`config.mk`:
```
export PLATFORM = sky130hd
export DESIGN_NAME = dma_top
export DESIGN_NICKNAME = d
export VERILOG_FILES = /design/src/hw/dma_pkg.sv /design/src/hw/dma_top.sv /design/src/hw/dma_sink_router.sv /design/src/hw/dma_sink_port.sv /design/src/hw/dma_channel.sv
export VERILOG_INCLUDE_DIRS = /design/src /design/src/hw
export SDC_FILE = /design/constraint.sdc
export NUM_CORES = 1
export LEC_CHECK = 0
export ABC_AREA = 1
export BUFFER_PORTS_ARGS = -buffer_cell sky130_fd_sc_hd__buf_2
export CAP_MARGIN = 20
export CORE_MARGIN = 4
export CORE_UTILIZATION = 30
export DETAILED_ROUTE_END_ITERATION = 16
export SYNTH_ARGS = -nofsm -noshare
export SYNTH_HDL_FRONTEND = slang
export SYNTH_SLANG_ARGS = --single-unit
```
`constraint.sdc`:
```
create_clock -name clk -period 3.6 [get_ports clk]
set_clock_uncertainty 0.05 [all_clocks]
set_input_delay 0.72 -clock clk [delete_from_list [all_inputs] [get_ports clk]]
set_output_delay 0.72 -clock clk [all_outputs]
set_load 0.02 [all_outputs]
```
`src/hw/dma_config.svh`:
```
`ifndef DMA_CONFIG_SVH
`define DMA_CONFIG_SVH

// Channel count, also the number of sink ports
`define DMA_CHANNELS 4

// Width of one FIFO word
`define DMA_DATA_W 32

// Block length width, matches the FIFO size ports
`define DMA_SIZE_W 24

// Sink select field in the control word
`define DMA_SINK_SEL_W 2

`endif
```
`src/hw/dma_pkg.sv`:
```
`default_nettype none

`include "dma_config.svh"

package dma_pkg;

  // Per-channel control word
  typedef struct packed {
    logic [30-`DMA_SINK_SEL_W:0] reserved;
    logic [`DMA_SINK_SEL_W-1:0]  sink_sel;
    logic                        enable;
  } dma_ctrl_t;

  // Per-channel status word
  typedef struct packed {
    logic [29:0] reserved;
    logic        finished;
    logic        busy;
  } dma_status_t;

  typedef struct packed {
    logic                   ready;
    logic [`DMA_SIZE_W-1:0] size;
    logic [`DMA_DATA_W-1:0] data;
  } src_in_t;

  typedef struct packed {
    logic activate;
    logic strobe;
  } src_out_t;

  // Ready bit per ping-pong half
  typedef struct packed {
    logic [1:0]             ready;
    logic [`DMA_SIZE_W-1:0] size;
  } snk_in_t;

  typedef struct packed {
    logic [1:0]             activate;
    logic                   strobe;
    logic [`DMA_DATA_W-1:0] data;
  } snk_out_t;

  // Channel to sink port, through the router
  typedef struct packed {
    logic                   claim;
    logic                   write;
    logic                   pad;
    logic [`DMA_DATA_W-1:0] data;
  } snk_req_t;

  typedef struct packed {
    logic accept;
    logic active;
  } snk_rsp_t;

  typedef enum logic [1:0] {
    IDLE,
    ACTIVE,
    FLUSH
  } dma_state_e;

endpackage

`default_nettype wire

```
`src/hw/dma_top.sv`:
```
`timescale 1ns/1ps
`default_nettype none

`include "dma_config.svh"

module dma_top (
  input  wire                         clk,
  input  wire                         rst,
  input  wire dma_pkg::dma_ctrl_t     i_ctrl   [`DMA_CHANNELS],
  output dma_pkg::dma_status_t        o_status [`DMA_CHANNELS],
  input  wire dma_pkg::src_in_t       i_src    [`DMA_CHANNELS],
  output dma_pkg::src_out_t           o_src    [`DMA_CHANNELS],
  input  wire dma_pkg::snk_in_t       i_snk    [`DMA_CHANNELS],
  output dma_pkg::snk_out_t           o_snk    [`DMA_CHANNELS]
);
  import dma_pkg::*;

  // Channel side of the crossbar
  snk_req_t                   ch_req      [`DMA_CHANNELS];
  snk_rsp_t                   ch_rsp      [`DMA_CHANNELS];
  logic [`DMA_SINK_SEL_W-1:0] ch_sink_sel [`DMA_CHANNELS];

  // Sink side of the crossbar
  snk_req_t                   port_req    [`DMA_CHANNELS];
  snk_rsp_t                   port_rsp    [`DMA_CHANNELS];

  genvar g;

  for (g = 0; g < `DMA_CHANNELS; g++) begin : g_channel
    dma_channel u_channel (
      .clk        (clk),
      .rst        (rst),
      .i_ctrl     (i_ctrl[g]),
      .i_src      (i_src[g]),
      .o_src      (o_src[g]),
      .i_rsp      (ch_rsp[g]),
      .o_req      (ch_req[g]),
      .o_sink_sel (ch_sink_sel[g]),
      .o_status   (o_status[g])
    );
  end

  dma_sink_router u_router (
    .i_req      (ch_req),
    .i_sink_sel (ch_sink_sel),
    .o_req      (port_req),
    .i_rsp      (port_rsp),
    .o_rsp      (ch_rsp)
  );

  for (g = 0; g < `DMA_CHANNELS; g++) begin : g_sink
    dma_sink_port u_sink (
      .clk   (clk),
      .rst   (rst),
      .i_req (port_req[g]),
      .i_snk (i_snk[g]),
      .o_snk (o_snk[g]),
      .o_rsp (port_rsp[g])
    );
  end

endmodule

`default_nettype wire

```
`src/hw/dma_sink_router.sv`:
```
`timescale 1ns/1ps
`default_nettype none

`include "dma_config.svh"

module dma_sink_router (
  input  wire dma_pkg::snk_req_t         i_req      [`DMA_CHANNELS],
  input  wire [`DMA_SINK_SEL_W-1:0]      i_sink_sel [`DMA_CHANNELS],
  output dma_pkg::snk_req_t              o_req      [`DMA_CHANNELS],
  input  wire dma_pkg::snk_rsp_t         i_rsp      [`DMA_CHANNELS],
  output dma_pkg::snk_rsp_t              o_rsp      [`DMA_CHANNELS]
);

  localparam int sel_w = `DMA_SINK_SEL_W;

  logic [`DMA_CHANNELS-1:0] owned;
  logic [sel_w-1:0]         owner [`DMA_CHANNELS];

  always_comb begin
    for (int s = 0; s < `DMA_CHANNELS; s++) begin
      owned[s] = 1'b0;
      owner[s] = '0;
    end
    // Walk downward so the lowest claiming channel wins
    for (int c = `DMA_CHANNELS - 1; c >= 0; c--) begin
      if (i_req[c].claim) begin
        owned[i_sink_sel[c]] = 1'b1;
        owner[i_sink_sel[c]] = sel_w'(c);
      end
    end
  end

  always_comb begin
    for (int s = 0; s < `DMA_CHANNELS; s++) begin
      o_req[s] = owned[s] ? i_req[owner[s]] : '0;
    end
    // Non-owners see an idle sink and wait
    for (int c = 0; c < `DMA_CHANNELS; c++) begin
      if (owned[i_sink_sel[c]] && (owner[i_sink_sel[c]] == sel_w'(c))) begin
        o_rsp[c] = i_rsp[i_sink_sel[c]];
      end else begin
        o_rsp[c] = '0;
      end
    end
  end

endmodule

`default_nettype wire

```
`src/hw/dma_sink_port.sv`:
```
`timescale 1ns/1ps
`default_nettype none

`include "dma_config.svh"

module dma_sink_port (
  input  wire                     clk,
  input  wire                     rst,
  input  wire dma_pkg::snk_req_t  i_req,
  input  wire dma_pkg::snk_in_t   i_snk,
  output dma_pkg::snk_out_t       o_snk,
  output dma_pkg::snk_rsp_t       o_rsp
);

  logic [1:0]             activate;
  logic [`DMA_SIZE_W-1:0] count;
  logic                   strobe;
  logic [`DMA_DATA_W-1:0] data;
  logic                   active;
  logic                   room;

  assign active = |activate;
  assign room   = count < i_snk.size;

  always_ff @(posedge clk) begin
    if (rst) begin
      activate <= 2'b00;
      count    <= '0;
      strobe   <= 1'b0;
      data     <= '0;
    end else begin
      strobe <= 1'b0;

      if (!active) begin
        // No new block once the owner is padding
        if (i_req.claim && !i_req.pad && (|i_snk.ready)) begin
          count <= '0;
          // Half 0 first
          if (i_snk.ready[0]) begin
            activate <= 2'b01;
          end else begin
            activate <= 2'b10;
          end
        end
      end else if (!room) begin
        activate <= 2'b00;
      end else if (i_req.pad) begin
        strobe <= 1'b1;
        data   <= '0;
        count  <= count + 1'b1;
      end else if (i_req.write) begin
        strobe <= 1'b1;
        data   <= i_req.data;
        count  <= count + 1'b1;
      end
    end
  end

  assign o_snk = '{activate: activate, strobe: strobe, data: data};

  // Accept only while the active half still has space
  assign o_rsp = '{accept: active && room, active: active};

endmodule

`default_nettype wire

```
`src/hw/dma_channel.sv`:
```
`timescale 1ns/1ps
`default_nettype none

`include "dma_config.svh"

module dma_channel (
  input  wire                        clk,
  input  wire                        rst,
  input  wire  dma_pkg::dma_ctrl_t   i_ctrl,
  input  wire  dma_pkg::src_in_t     i_src,
  output dma_pkg::src_out_t          o_src,
  input  wire  dma_pkg::snk_rsp_t    i_rsp,
  output dma_pkg::snk_req_t          o_req,
  output logic [`DMA_SINK_SEL_W-1:0] o_sink_sel,
  output dma_pkg::dma_status_t       o_status
);
  import dma_pkg::*;

  dma_state_e             state;
  logic [`DMA_SIZE_W-1:0] src_count;
  logic                   src_active;
  logic                   src_strobe;
  logic                   finished;
  logic                   src_done;
  logic                   move;

  assign src_done = src_count >= i_src.size;

  // The head word only advances once the previous pop has landed,
  // so a move waits out a strobe still in flight
  assign move = (state == ACTIVE) && i_ctrl.enable && src_active && !src_done &&
                !src_strobe && i_rsp.accept;

  always_ff @(posedge clk) begin
    if (rst) begin
      state      <= IDLE;
      src_count  <= '0;
      src_active <= 1'b0;
      src_strobe <= 1'b0;
      finished   <= 1'b0;
      o_sink_sel <= '0;
    end else begin
      src_strobe <= 1'b0;

      // Block fully consumed, release the source
      if (src_active && src_done) begin
        src_active <= 1'b0;
      end

      case (state)
        IDLE: begin
          if (i_ctrl.enable) begin
            state      <= ACTIVE;
            o_sink_sel <= i_ctrl.sink_sel;
            finished   <= 1'b0;
          end
        end

        ACTIVE: begin
          if (!i_ctrl.enable) begin
            state <= FLUSH;
          end else if (!src_active && i_src.ready) begin
            src_active <= 1'b1;
            src_count  <= '0;
          end else if (move) begin
            src_strobe <= 1'b1;
            src_count  <= src_count + 1'b1;
          end
        end

        FLUSH: begin
          // Drain the source block, words are dropped
          if (src_active && !src_done) begin
            src_strobe <= 1'b1;
            src_count  <= src_count + 1'b1;
          end else if (!src_active && !i_rsp.active) begin
            state    <= IDLE;
            finished <= 1'b1;
          end
        end

        default: begin
          state <= IDLE;
        end
      endcase
    end
  end

  assign o_src = '{activate: src_active, strobe: src_strobe};

  // Sink port pads with zeros while pad is held
  assign o_req = '{
    claim: state != IDLE,
    write: move,
    pad:   state == FLUSH,
    data:  i_src.data
  };

  assign o_status = '{reserved: '0, finished: finished, busy: state != IDLE};

endmodule

`default_nettype wire

```
==> qor.yml <==
cts:
  root_buffer: "clkbuf_16"
  clk_pin_slew_ps: 60
  cts_inserted_buffers: 48
  insertion_delay_ps: 600
  cts.hold.buffers_added: 0
  htreeDepth: 2
  cts.sinks: 360
  cts_setup_buffers: 0
  tritoncts: "done"
  cts.path.max_buffers: 3
synthesis:
  synth_area_leaders: "dfxtp_1, nand2_1, ha_1, a21oi_1, inv_1"
  synth_top_cell_by_area: "dfxtp_1"
  syn_inst: 4582
  ys_seq_area_share_pct: 24.92
  synthFlopType: "dfxtp_1"
  synth_top_area_share_pct: 24.92
  async_flop_share_pct: 0
  ys_types: 54
  ys_seq_elements: 360
  synth_area_um2: 28920
  syn_area_per_cell_um2: 6.311
  yosys_warnings: 0
  synth-edff-count: 0
timing:
  worst_slew_pin_slew_ps: 755.0
  hold_viol: 0
  period_minus_slack_ps: 3367
  rsz0062_at_grt: "no"
  setup_viol: 0
  slew_headroom_pct: 49.21
  report.final.slew_viol_count: 0
  period_share_pct: 93.52
  max_freq_mhz: 297.0
finish:
  stdcell_area_um2: 35350
  final_cells: 6455
  final_cell_mix: "nand2_1, buf_2, inv_1, a21oi_1, nor2_1"
  syn2layout_area_growth_pct: 22.23
  fill_cells: 10411
  drive_above_1_share_pct: 17.33
  layout_commonest_cell: "nand2_1"
  fin_nets: 5805
route:
  initialDrtViolationCount: 2574
  route.detailed.drc: 0
  wl_um: 115100
  via_count: 32045
  routed_via_density: 4.964
  routedWlPerCell_um: 17.83
  final_antenna_net_count: 0
  dr.pass1.iters: 7
place:
  dp_hpwl_um: 89390
  portBuffers: 501
  placedInstanceArea_um2: 33560
  place_inst: 6346
  gp_congestion: 0.9184
setup_path:
  arrival_ps: 3810
  critPathMaxFanout: 31
  crit_path_end_kind: "register"
  r2r_setup_slack_ps: 230
  crit_type: "reg2reg"
  crit_required_ps: 4050
  cp-start-kind: "register"
floorplan:
  row_count: 113
  start_util_pct: 30.35
  pin_count: 738
  coreArea_um2: 95290
  dieWidth_um: 318.5
  die-area_um2: 101400
  die_h_um: 318.5
global_route:
  grt_max_degree: 108
  grt_pass1_vias: 29849
  grt_use_total_pct: 21.42
  grt_pass1_wl_um: 174100
  antenna_found_initial: 21
  grt-ovfl-total: 0
power_and_ir_drop:
  total_leakage_power_nw: 16.42
  ir_worst_vdd_mv: 0.5450
  pwr_density_cell_nw_per_um2: 625.6
run_status:
  status: "finished clean"
min_path:
  hp-class: "in2reg"
job:
  cap_viol_max_count: 0
worst paths after layout:
path,depth (start not counted),startpoint,end
setup / recovery,15,g_channel[2].u_channel.state[0]$_SDFFE_PP0P_,g_sink[1].u_sink.count[2]$_SDFFE_PP0P_
hold / removal,4,i_snk[50],g_sink[2].u_sink.activate[1]$_SDFFE_PP0P_
setup reg to reg,15,g_channel[2].u_channel.state[0]$_SDFFE_PP0P_,g_sink[1].u_sink.count[2]$_SDFFE_PP0P_
hold reg to reg,2,g_channel[0].u_channel.finished$_SDFFE_PP0P_,g_channel[0].u_channel.finished$_SDFFE_PP0P_
critical path: stages (launching register included):
cell and delay (ps):
dfxtp_1 350, inv_1 90, ha_1 260, inv_1 190, nand2_1 120, nand2_1 110
nand2_1 90, nand2_4 120, buf_4 430, o21ai_0 190, o2111ai_2 220, nand2_4 200
o21ai_2 220, buf_4 300, nand4_1 140, a21oi_1 170
cell families after synthesis:
group | after synthesis | share of synthesized area [%]
simple gates | 2111 | 31.17
xor+xnor | 118 | 3.574
fa+ha+maj | 212 | 9.172
compound gates | 915 | 17.57
other cells | 1 | 0.01297
buf+inv | 864 | 13.55
mux | 1 | 0.03461
flops | 360 | 24.92
layout make-up:
cell class	count	area, um^2	area share (%)
clock buffer	69	1413	3.996
timing repair buffer	723	4538	12.84
antenna	19	47.55	0.1345
sequential	360	7207	20.39
clock inverter	21	286.5	0.8106
tap	1265	1583	4.478
inverter	521	1966	5.561
multi-input combinational	3477	18310	51.79
per-stage QoR:
step	total power, mW	hold slack, ps	setup WS, ps	utilization (%)	setup TNS [ps]
2_1_floorplan	11.97	376.4	499.5	-	0
3_3_place_gp	16.77	394.4	-221.0	35.21	-33230
3_5_place_dp	16.86	405.3	-288.4	35.21	-42650
4_1_cts	22.16	306.8	143.3	37.00	0
5_1_grt	23.59	350.8	1.359	37.07	0
6_report	22.11	366.1	233.3	37.09	0
per-layer routing:
layer	wire [um]	up-vias	GRT usage, %	share of wire [%]
li1	-	16056	-	-
met1	50610	14663	28.15	44
met2	53000	1124	35.39	46
met3	7822	198	3.826	6.8
met4	3629	4	7.248	3.2
met5	27	-	0	0.023
cell usage after synthesis (all sizes together) (89+ instances only):
cell,count
a21oi,454
buf,221
clkbuf,122
dfxtp,360
ha,212
inv,518
nand2,1094
nand3,257
nand4,128
nor2,464
nor3,109
o21ai,293
xor2,89
state kept, by name, indices dropped and copies added (netlist names):
| register | flops |
|---|---|
| g_channel.u_channel.finished | 4 |
| g_channel.u_channel.src_strobe | 4 |
| g_sink.u_sink.data | 128 |
| g_channel.u_channel.src_active | 4 |
| g_sink.u_sink.strobe | 4 |
| g_channel.u_channel.state | 8 |
| g_channel.u_channel.src_count | 96 |
| g_channel.u_channel.o_sink_sel | 8 |
| g_sink.u_sink.count | 96 |
| g_sink.u_sink.activate | 8 |
report_power, final:
group	leakage, nW	internal (mW)	switching, mW
logic	12.7	3.83	8.45
registers	2.91	4.36	0.276
clock network	0.821	3.16	2.04
timing repair:
item	in CTS	in global routing
pin swaps	0	0
resized for setup	1	11
gates cloned	0	0
endpoints found under the setup margin	14	142
No activity file was read; power rests on OpenSTA's default activity.
